`src/common/lsu_pkg.sv`:
```
// Shared types and constants for the load/store unit.
// Holds the bus widths, access width and AXI response codes, the
// command, request and response records, the AXI4-Lite channel
// payloads and the default address windows.

package lsu_pkg;

    // ====================
    // widths
    localparam int addr_w = 32;
    localparam int data_w = 64;
    localparam int strb_w = data_w / 8;

    // encoding matches the AXI size code
    typedef enum logic [1:0] {
        mem_byte  = 2'd0,
        mem_half  = 2'd1,
        mem_word  = 2'd2,
        mem_dword = 2'd3
    } mem_width_e;

    typedef enum logic [1:0] {
        resp_okay   = 2'b00,
        resp_exokay = 2'b01,
        resp_slverr = 2'b10,
        resp_decerr = 2'b11
    } axi_resp_e;

    // ====================
    // pipeline side
    typedef struct packed {
        logic              store;
        mem_width_e        width;
        logic              is_unsigned;
        logic [addr_w-1:0] addr;
        logic [data_w-1:0] wdata;
    } lsu_cmd_t;

    // decoded, waiting in the command queue
    typedef struct packed {
        logic              store;
        mem_width_e        width;
        logic              is_unsigned;
        logic              unmapped;
        logic [addr_w-1:0] addr;
        logic [2:0]        lane;
        logic [data_w-1:0] wdata;
        logic [strb_w-1:0] strb;
    } lsu_req_t;

    typedef struct packed {
        logic              store;
        logic              error;
        logic [data_w-1:0] data;
    } lsu_rsp_t;

    // ====================
    // AXI4-Lite payloads
    typedef struct packed {
        logic [addr_w-1:0] addr;
        logic [2:0]        prot;
    } axi_addr_t;

    typedef struct packed {
        logic [data_w-1:0] data;
        logic [strb_w-1:0] strb;
    } axi_wdata_t;

    typedef struct packed {
        logic [data_w-1:0] data;
        axi_resp_e         resp;
    } axi_rdata_t;

    // default windows, end is exclusive
    localparam logic [addr_w-1:0] mem_base_default  = 32'h8000_0000;
    localparam logic [addr_w-1:0] mem_end_default   = 32'h8800_0000;
    localparam logic [addr_w-1:0] mmio_base_default = 32'h1000_0000;
    localparam logic [addr_w-1:0] mmio_end_default  = 32'h2000_0000;

endpackage

```
`src/hdl/lsu_cmd_decode.sv`:
```
// Command decoder for the load/store unit.
// Checks the address against the memory and MMIO windows, aligns it to
// the dword, and builds the byte strobe and lane-shifted write data.
// Purely combinational.

module lsu_cmd_decode #(
    parameter logic [lsu_pkg::addr_w-1:0] MEM_BASE  = lsu_pkg::mem_base_default,
    parameter logic [lsu_pkg::addr_w-1:0] MEM_END   = lsu_pkg::mem_end_default,
    parameter logic [lsu_pkg::addr_w-1:0] MMIO_BASE = lsu_pkg::mmio_base_default,
    parameter logic [lsu_pkg::addr_w-1:0] MMIO_END  = lsu_pkg::mmio_end_default
) (
    input  lsu_pkg::lsu_cmd_t cmd,
    output lsu_pkg::lsu_req_t req
);

    logic                        in_mem;
    logic                        in_mmio;
    logic [2:0]                  lane;
    logic [lsu_pkg::strb_w-1:0]  width_mask;

    // ====================
    // region check
    assign in_mem  = (cmd.addr >= MEM_BASE) && (cmd.addr < MEM_END);
    assign in_mmio = (cmd.addr >= MMIO_BASE) && (cmd.addr < MMIO_END);

    assign lane = cmd.addr[2:0];

    // ones for each byte the access covers
    always_comb begin
        case (cmd.width)
            lsu_pkg::mem_byte: begin
                width_mask = 8'b0000_0001;
            end
            lsu_pkg::mem_half: begin
                width_mask = 8'b0000_0011;
            end
            lsu_pkg::mem_word: begin
                width_mask = 8'b0000_1111;
            end
            default: begin
                width_mask = 8'b1111_1111;
            end
        endcase
    end

    // ====================
    // request fields
    always_comb begin
        req             = '0;
        req.store       = cmd.store;
        req.width       = cmd.width;
        req.is_unsigned = cmd.is_unsigned;
        req.unmapped    = !(in_mem || in_mmio);
        req.addr        = {cmd.addr[lsu_pkg::addr_w-1:3], 3'b000};
        req.lane        = lane;
        // move the store data up to its byte lanes
        req.wdata       = cmd.wdata << {lane, 3'b000};
        req.strb        = width_mask << lane;
    end

endmodule

```
`src/hdl/lsu_queue.sv`:
```
// Synchronous FIFO for any packed payload.
// Circular buffer with read and write pointers and an occupancy
// count. Push and pop may happen in the same cycle.

module lsu_queue #(
    parameter int  DEPTH     = 2,
    parameter type payload_t = logic
) (
    input  logic     clk,
    input  logic     rst,
    input  logic     push_valid,
    output logic     push_ready,
    input  payload_t push_data,
    output logic     pop_valid,
    input  logic     pop_ready,
    output payload_t pop_data
);

    localparam int PTR_W = (DEPTH > 1) ? $clog2(DEPTH) : 1;
    localparam int CNT_W = $clog2(DEPTH + 1);

    payload_t             mem [DEPTH];
    logic     [PTR_W-1:0] wr_ptr;
    logic     [PTR_W-1:0] rd_ptr;
    logic     [CNT_W-1:0] count;
    logic                 push;
    logic                 pop;

    assign push_ready = (count != CNT_W'(DEPTH));
    assign pop_valid  = (count != '0);
    assign push       = push_valid && push_ready;
    assign pop        = pop_valid && pop_ready;
    assign pop_data   = mem[rd_ptr];

    // storage
    always_ff @(posedge clk) begin
        if (push) begin
            mem[wr_ptr] <= push_data;
        end
    end

    // pointers and count, wrap at DEPTH
    always_ff @(posedge clk) begin
        if (rst) begin
            wr_ptr <= '0;
            rd_ptr <= '0;
            count  <= '0;
        end else begin
            if (push) begin
                wr_ptr <= (wr_ptr == PTR_W'(DEPTH - 1)) ? '0 : wr_ptr + 1'b1;
            end
            if (pop) begin
                rd_ptr <= (rd_ptr == PTR_W'(DEPTH - 1)) ? '0 : rd_ptr + 1'b1;
            end
            if (push && !pop) begin
                count <= count + 1'b1;
            end else if (pop && !push) begin
                count <= count - 1'b1;
            end
        end
    end

endmodule

```
`src/axi_master/lsu_axi_master.sv`:
```
// AXI4-Lite master of the load/store unit.
// Pops one decoded request at a time, runs a single read or write on
// the bus and pushes the result. Unmapped requests get an error result
// straight away. Load data is moved down from its lane and extended by
// width and signedness.

module lsu_axi_master (
    input  logic                clk,
    input  logic                rst,
    // request queue head
    input  logic                req_valid,
    output logic                req_ready,
    input  lsu_pkg::lsu_req_t   req,
    // response queue push side
    output logic                rsp_valid,
    input  logic                rsp_full,
    output lsu_pkg::lsu_rsp_t   rsp,
    // AXI4-Lite
    output logic                awvalid,
    input  logic                awready,
    output lsu_pkg::axi_addr_t  aw,
    output logic                wvalid,
    input  logic                wready,
    output lsu_pkg::axi_wdata_t w,
    input  logic                bvalid,
    output logic                bready,
    input  lsu_pkg::axi_resp_e  bresp,
    output logic                arvalid,
    input  logic                arready,
    output lsu_pkg::axi_addr_t  ar,
    input  logic                rvalid,
    output logic                rready,
    input  lsu_pkg::axi_rdata_t r
);

    typedef enum logic [1:0] {
        st_idle,
        st_addr,
        st_resp
    } state_e;

    state_e                       state;
    state_e                       state_next;
    lsu_pkg::lsu_req_t            req_q;
    logic                         pop;
    logic                         aw_ok;
    logic                         w_ok;
    logic [lsu_pkg::data_w-1:0]   lane_data;
    logic [lsu_pkg::data_w-1:0]   load_data;

    // ====================
    // control
    assign req_ready = (state == st_idle) && !rsp_full;
    assign pop       = req_valid && req_ready;

    // each write channel is done once its valid has dropped or handshakes now
    assign aw_ok = !awvalid || awready;
    assign w_ok  = !wvalid || wready;

    always_comb begin
        state_next = state;
        case (state)
            st_idle: begin
                if (pop && !req.unmapped) begin
                    state_next = st_addr;
                end
            end
            st_addr: begin
                if (req_q.store) begin
                    if (aw_ok && w_ok) begin
                        state_next = st_resp;
                    end
                end else if (arready) begin
                    state_next = st_resp;
                end
            end
            st_resp: begin
                if (req_q.store ? bvalid : rvalid) begin
                    state_next = st_idle;
                end
            end
            default: begin
                state_next = st_idle;
            end
        endcase
    end

    always_ff @(posedge clk) begin
        if (rst) begin
            state <= st_idle;
        end else begin
            state <= state_next;
        end
    end

    always_ff @(posedge clk) begin
        if (pop) begin
            req_q <= req;
        end
    end

    // valids rise at the pop edge, drop on their own handshake
    always_ff @(posedge clk) begin
        if (rst) begin
            awvalid <= 1'b0;
            wvalid  <= 1'b0;
            arvalid <= 1'b0;
        end else if (pop && !req.unmapped) begin
            awvalid <= req.store;
            wvalid  <= req.store;
            arvalid <= !req.store;
        end else begin
            if (awready) begin
                awvalid <= 1'b0;
            end
            if (wready) begin
                wvalid <= 1'b0;
            end
            if (arready) begin
                arvalid <= 1'b0;
            end
        end
    end

    assign bready = (state == st_resp) && req_q.store;
    assign rready = (state == st_resp) && !req_q.store;

    // ====================
    // bus payloads
    assign aw = '{addr: req_q.addr, prot: 3'b000};
    assign ar = '{addr: req_q.addr, prot: 3'b000};
    assign w  = '{data: req_q.wdata, strb: req_q.strb};

    // ====================
    // load data
    assign lane_data = r.data >> {req_q.lane, 3'b000};

    always_comb begin
        case (req_q.width)
            lsu_pkg::mem_byte: begin
                load_data = {{(lsu_pkg::data_w - 8){!req_q.is_unsigned && lane_data[7]}},
                             lane_data[7:0]};
            end
            lsu_pkg::mem_half: begin
                load_data = {{(lsu_pkg::data_w - 16){!req_q.is_unsigned && lane_data[15]}},
                             lane_data[15:0]};
            end
            lsu_pkg::mem_word: begin
                load_data = {{(lsu_pkg::data_w - 32){!req_q.is_unsigned && lane_data[31]}},
                             lane_data[31:0]};
            end
            default: begin
                load_data = lane_data;
            end
        endcase
    end

    // ====================
    // response
    assign rsp_valid = (pop && req.unmapped) || (bvalid && bready) || (rvalid && rready);

    always_comb begin
        rsp = '0;
        if (state == st_idle) begin
            // only pushed for an unmapped request
            rsp.store = req.store;
            rsp.error = 1'b1;
        end else if (req_q.store) begin
            rsp.store = 1'b1;
            rsp.error = (bresp != lsu_pkg::resp_okay);
        end else begin
            rsp.error = (r.resp != lsu_pkg::resp_okay);
            rsp.data  = rsp.error ? '0 : load_data;
        end
    end

endmodule

```
`src/hdl/lsu_top.sv`:
```
// Load/store unit top level.
// Decodes pipeline commands into a command queue, runs them one at a
// time as an AXI4-Lite master and returns results in command order
// through a response queue.

module lsu_top #(
    parameter logic [lsu_pkg::addr_w-1:0] MEM_BASE  = lsu_pkg::mem_base_default,
    parameter logic [lsu_pkg::addr_w-1:0] MEM_END   = lsu_pkg::mem_end_default,
    parameter logic [lsu_pkg::addr_w-1:0] MMIO_BASE = lsu_pkg::mmio_base_default,
    parameter logic [lsu_pkg::addr_w-1:0] MMIO_END  = lsu_pkg::mmio_end_default,
    parameter int                         CMD_DEPTH = 2,
    parameter int                         RSP_DEPTH = 2
) (
    input  logic                clk,
    input  logic                rst,
    // command port
    input  logic                cmd_valid,
    output logic                cmd_ready,
    input  lsu_pkg::lsu_cmd_t   cmd,
    // response port
    output logic                rsp_valid,
    input  logic                rsp_ready,
    output lsu_pkg::lsu_rsp_t   rsp,
    // AXI4-Lite master
    output logic                awvalid,
    input  logic                awready,
    output lsu_pkg::axi_addr_t  aw,
    output logic                wvalid,
    input  logic                wready,
    output lsu_pkg::axi_wdata_t w,
    input  logic                bvalid,
    output logic                bready,
    input  lsu_pkg::axi_resp_e  bresp,
    output logic                arvalid,
    input  logic                arready,
    output lsu_pkg::axi_addr_t  ar,
    input  logic                rvalid,
    output logic                rready,
    input  lsu_pkg::axi_rdata_t r
);

    lsu_pkg::lsu_req_t dec_req;
    lsu_pkg::lsu_req_t head_req;
    logic              head_valid;
    logic              head_ready;
    lsu_pkg::lsu_rsp_t mst_rsp;
    logic              mst_rsp_valid;
    logic              rsp_push_ready;
    logic              rsp_full;

    assign rsp_full = !rsp_push_ready;

    lsu_cmd_decode #(
        .MEM_BASE  (MEM_BASE),
        .MEM_END   (MEM_END),
        .MMIO_BASE (MMIO_BASE),
        .MMIO_END  (MMIO_END)
    ) i_decode (
        .cmd (cmd),
        .req (dec_req)
    );

    // ====================
    // command queue
    lsu_queue #(
        .DEPTH     (CMD_DEPTH),
        .payload_t (lsu_pkg::lsu_req_t)
    ) i_cmd_queue (
        .clk        (clk),
        .rst        (rst),
        .push_valid (cmd_valid),
        .push_ready (cmd_ready),
        .push_data  (dec_req),
        .pop_valid  (head_valid),
        .pop_ready  (head_ready),
        .pop_data   (head_req)
    );

    lsu_axi_master i_master (
        .clk       (clk),
        .rst       (rst),
        .req_valid (head_valid),
        .req_ready (head_ready),
        .req       (head_req),
        .rsp_valid (mst_rsp_valid),
        .rsp_full  (rsp_full),
        .rsp       (mst_rsp),
        .awvalid   (awvalid),
        .awready   (awready),
        .aw        (aw),
        .wvalid    (wvalid),
        .wready    (wready),
        .w         (w),
        .bvalid    (bvalid),
        .bready    (bready),
        .bresp     (bresp),
        .arvalid   (arvalid),
        .arready   (arready),
        .ar        (ar),
        .rvalid    (rvalid),
        .rready    (rready),
        .r         (r)
    );

    // ====================
    // response queue
    lsu_queue #(
        .DEPTH     (RSP_DEPTH),
        .payload_t (lsu_pkg::lsu_rsp_t)
    ) i_rsp_queue (
        .clk        (clk),
        .rst        (rst),
        .push_valid (mst_rsp_valid),
        .push_ready (rsp_push_ready),
        .push_data  (mst_rsp),
        .pop_valid  (rsp_valid),
        .pop_ready  (rsp_ready),
        .pop_data   (rsp)
    );

endmodule

```
`config.mk`:
```
export PLATFORM = sky130hd
export DESIGN_NAME = lsu_top
export DESIGN_NICKNAME = d
export VERILOG_FILES = /design/src/common/lsu_pkg.sv /design/src/hdl/lsu_cmd_decode.sv /design/src/hdl/lsu_queue.sv /design/src/axi_master/lsu_axi_master.sv /design/src/hdl/lsu_top.sv
export SDC_FILE = /design/constraint.sdc
export NUM_CORES = 1
export LEC_CHECK = 0
export BUFFER_PORTS_ARGS = -buffer_cell sky130_fd_sc_hd__buf_2
export CORE_MARGIN = 5
export CORE_UTILIZATION = 45
export DETAILED_ROUTE_END_ITERATION = 7
export PLACE_DENSITY = 0.68
export SLEW_MARGIN = 20
export SYNTH_ARGS = -nofsm -noshare
export SYNTH_HDL_FRONTEND = slang
export SYNTH_SLANG_ARGS = --single-unit
```
`constraint.sdc`:
```
create_clock -name clk -period 8.21 [get_ports clk]
set_input_delay 0.4105 -clock clk [delete_from_list [all_inputs] [get_ports clk]]
set_output_delay 0.4105 -clock clk [all_outputs]
set_load 0.03 [all_outputs]
```
==> impl_metrics.tcl <==
set metrics [dict create \
    post_synth.cell_area_avg_um2 14.6 \
    die_width_um 231 \
    gr-total-overflow 0 \
    yosysSeqAreaShare_pct 64.1 \
    hold_path.class "input pin to flop" \
    post_synth_xor_area_fraction_pct 0.320 \
    synth.distinct_cells 54 \
    crit_path_start "i_master.req_q[72]" \
    switching_share_pct 39.1 \
    rows 80 \
    yosysWarnings 0 \
    number_of_antenna_violations_at_the_first_check_in_global_routing 4 \
    cellInternalPower_mw 5.92 \
    yosys.area.top_type_share_pct 62.7 \
    worst_path_largest_cell_delay_ps 570 \
    stdcell_count 2419 \
    synth_top_flop_cell "sky130_fd_sc_hd__edfxtp_1" \
    synth_compound_gate_area_share_pct 6.10 \
    worst_pin_slew_ps 1090 \
    grt_first_pass_wirelength_um 80600 \
    endpoint_kind "flop" \
    critical_path.max_fanout 48 \
    cts_root_buffer "sky130_fd_sc_hd__clkbuf_16" \
    clock_tree.htree_level_count 2 \
    syn2layout_area_growth_pct 14.5 \
    route.detailed.wl_per_inst_um 22.7 \
    run_status "complete, no violations" \
    clk_network_pwr_share_pct 21.6 \
    setup_tns_ps 0 \
    vias_per_cell 5.42 \
    ys_seq_elements 473 \
    clock_skew_ps 24.0 \
    detail_route.drc_violations 0 \
    drt_first_pass_iters 5 \
    timing.critical_path.from_type "flop" \
    crit_path_frequent_cell "sky130_fd_sc_hd__buf_4" \
    initial_core_util_pct 45.7 \
    reg2reg_slack_ps 4910 \
    crit_required_ps 8490 \
    netlist_area_um2 21900 \
    synth.cells.most_frequent "sky130_fd_sc_hd__edfxtp_1 (458), sky130_fd_sc_hd__mux2_2 (208), sky130_fd_sc_hd__buf_4 (143)" \
    critical_path_arrival_ps 3590 \
    drive_above_1_share_pct 41.0 \
    setup_viol 0 \
    cts_tree "done" \
    finish.net_count 1942 \
    first_global_vias 13200 \
    grt_max_degree 80 \
    power.ir.vdd_worst_mv 0.282 \
    wire_length_after_detailed_routing_um 55000 \
    synthesized_netlist_cell_count 1506 \
    most_area_consuming_cells_after_synthesis "sky130_fd_sc_hd__edfxtp_1 (63%), sky130_fd_sc_hd__mux2_2 (11%), sky130_fd_sc_hd__buf_4 (4.9%)" \
    nFillCells 4026 \
    yosys.area_share.simple_pct 5.29 \
    cell_type_with_the_largest_total_area_after_synthesis "sky130_fd_sc_hd__edfxtp_1" \
    ys_async_sr_fraction_pct 0 \
    cp_slowest_cell "sky130_fd_sc_hd__edfxtp_1" \
    maxCapViolCount 0 \
    pwr-share-comb_pct 39.0 \
    p_sw_mw 3.81 \
    num_vias 13100 \
    dp_hpwl_um 37000 \
    crit_end "i_rsp_queue.mem[0][38]" \
    timing.fmax_mhz 303 \
    io_buffers 379 \
    cts_stage_hold_buffer_count 28 \
    timing_max_transition_violations_final 0 \
    reg2reg_from "i_master.req_q[72]" \
    gp_congestion 0.860 \
    die-area_um2 53200 \
    clock_sinks 473 \
    post_cts_sizing_count 0 \
    design.core.area_um2 47900 \
    final_period_util_pct 40.2 \
    finalHoldViolCount 0 \
    path_class "flop to flop" \
    combinational_family_with_the_most_area_after_synthesis "multiplexers" \
    static-leakage-power_nw 9.37 \
    synth_enable_flop_cells 458 \
    hold_start "cmd[92]" \
    cts_setup_buffers 0 \
    cts.path.max_buffers 3 \
    cts_buffers 49 \
    rsz0062_at_grt "false" \
    worst_path_cell_trace "buf_8, buf_4, mux2_1, and3_1, a221o_1, a32oi_4, buf_4, a32oi_1" \
    synth_mux_area_share_pct 17.0 \
    min_period_ps 3300 \
    finalWorstSetupSlack_ps 4910 \
    share_seq_of_total_power_pct 39.3 \
    worstSkewPairLatency_ps 590 \
    r2r-end "i_rsp_queue.mem[0][38]" \
    floorplan.die.height_um 231 \
    dp_slack_ps 4530 \
    globalRouteTotalUtil_pct 19.8 \
    library_cell_with_the_highest_instance_count_after_synthesis "sky130_fd_sc_hd__edfxtp_1" \
    power_density_nw_per_um2 387 \
    final_antenna_net_count 0 \
    ff2ff_path_depth 8 \
    placed_cells 2298 \
    ioPinCount 392 \
    synthAdderAreaFrac_pct 0.114 \
    detailedRoute.firstIterationViolations 1028 \
    worst_setup_hold_path_clk_slew_ps 60 \
    worst_relative_slew_slack_pct 27.0 \
]
## cells by family (layout without fill, tap and decap cells)
logic type	after synthesis	count (layout)
simple gates	251	251
buf+inv	239	523
xor+xnor	8	8
mux	319	319
other cells	1	15
fa+ha+maj	2	2
flops	473	473
compound gates	213	213
## through the flow
step	power [mW]	util [%]	hold WS [ps]	area (um^2)
2_1_floorplan	6.95	-	468	22000
3_3_place_gp	7.67	48.6	482	23300
3_5_place_dp	7.69	48.6	489	23300
4_1_cts	9.84	52.3	10.7	25100
5_1_grt	10.2	52.3	29.6	25100
6_report	9.73	52.3	50.7	25100
## final cells by class
| class | count | area (um^2) | share of cell area, % |
|---|---|---|---|
| clock buffers | 68 | 1320 | 5.25 |
| diodes | 3 | 7.51 | 0.0299 |
| inverters | 7 | 28.8 | 0.115 |
| well taps | 615 | 769 | 3.07 |
| multi-input cells | 805 | 6390 | 25.5 |
| clock inverters | 21 | 189 | 0.753 |
| flip-flops and latches | 473 | 14100 | 56.0 |
| repair buffers | 427 | 2330 | 9.30 |
## sequential cells by signal (all words and copies together) (netlist names), named ones only
signal and cells:
i_cmd_queue.rd_ptr 1, i_rsp_queue.count 2, i_cmd_queue.wr_ptr 1, i_rsp_queue.wr_ptr 1, i_master.awvalid 1, i_master.state 2
i_master.wvalid 1, i_cmd_queue.mem 218, i_cmd_queue.count 2, i_rsp_queue.rd_ptr 1, i_master.req_q 7, i_master.arvalid 1
i_rsp_queue.mem 132, i_master.w 72, i_master.ar 29
## cell usage in the layout (no fill, tap or decap), types with 19 or more instances in the layout
cell type,synthesis,routed
sky130_fd_sc_hd__mux2_2,208,208
sky130_fd_sc_hd__o21ai_0,41,41
sky130_fd_sc_hd__nor2_1,123,122
sky130_fd_sc_hd__a21oi_2,24,24
sky130_fd_sc_hd__mux2i_1,76,76
sky130_fd_sc_hd__buf_4,143,19
sky130_fd_sc_hd__a21oi_1,88,88
sky130_fd_sc_hd__clkbuf_16,0,49
sky130_fd_sc_hd__mux4_2,21,21
sky130_fd_sc_hd__buf_2,18,379
sky130_fd_sc_hd__edfxtp_1,458,458
sky130_fd_sc_hd__nand2_1,48,48
sky130_fd_sc_hd__dlygate4sd3_1,0,28
## power groups by stage
stage	Combinational [mW]	Clock (mW)	Sequential [mW]
final	3.80	2.11	3.82
after detailed placement	3.80	0	3.88
after global routing	4.01	2.26	3.89
after global placement	3.80	0	3.86
after CTS	3.83	2.16	3.85
after floorplan	3.17	0	3.78
## worst max-delay path: cells and delay by family (launching register included)
kind                   cells  cell delay [ps]
AND/OR/NAND/NOR            1              170
multiplexers               1              370
flip-flops                 1              570
buffers and inverters      3             1210
AO/OA/AOI/OAI              3              630
## per-layer routing
layer,track usage (%),part of all wire (%)
met5,0,0.065
met4,6.89,3.2
met3,5.04,7.9
met2,33.6,50
met1,24.7,39
## how the worst min path moves through the flow
stage | end | slack [ps] | cells after the start
floorplan | i_master.state[0] | 470 | 2
global placement | i_master.arvalid | 480 | 2
detailed placement | flop | 490 | 2
CTS | i_cmd_queue.mem[0][100] | 10 | 1
global route | i_cmd_queue.mem[1][100] | 30 | 1
finish | i_cmd_queue.mem[0][100] | 50 | 1
Note: power is estimated with default switching activity, not from simulation.
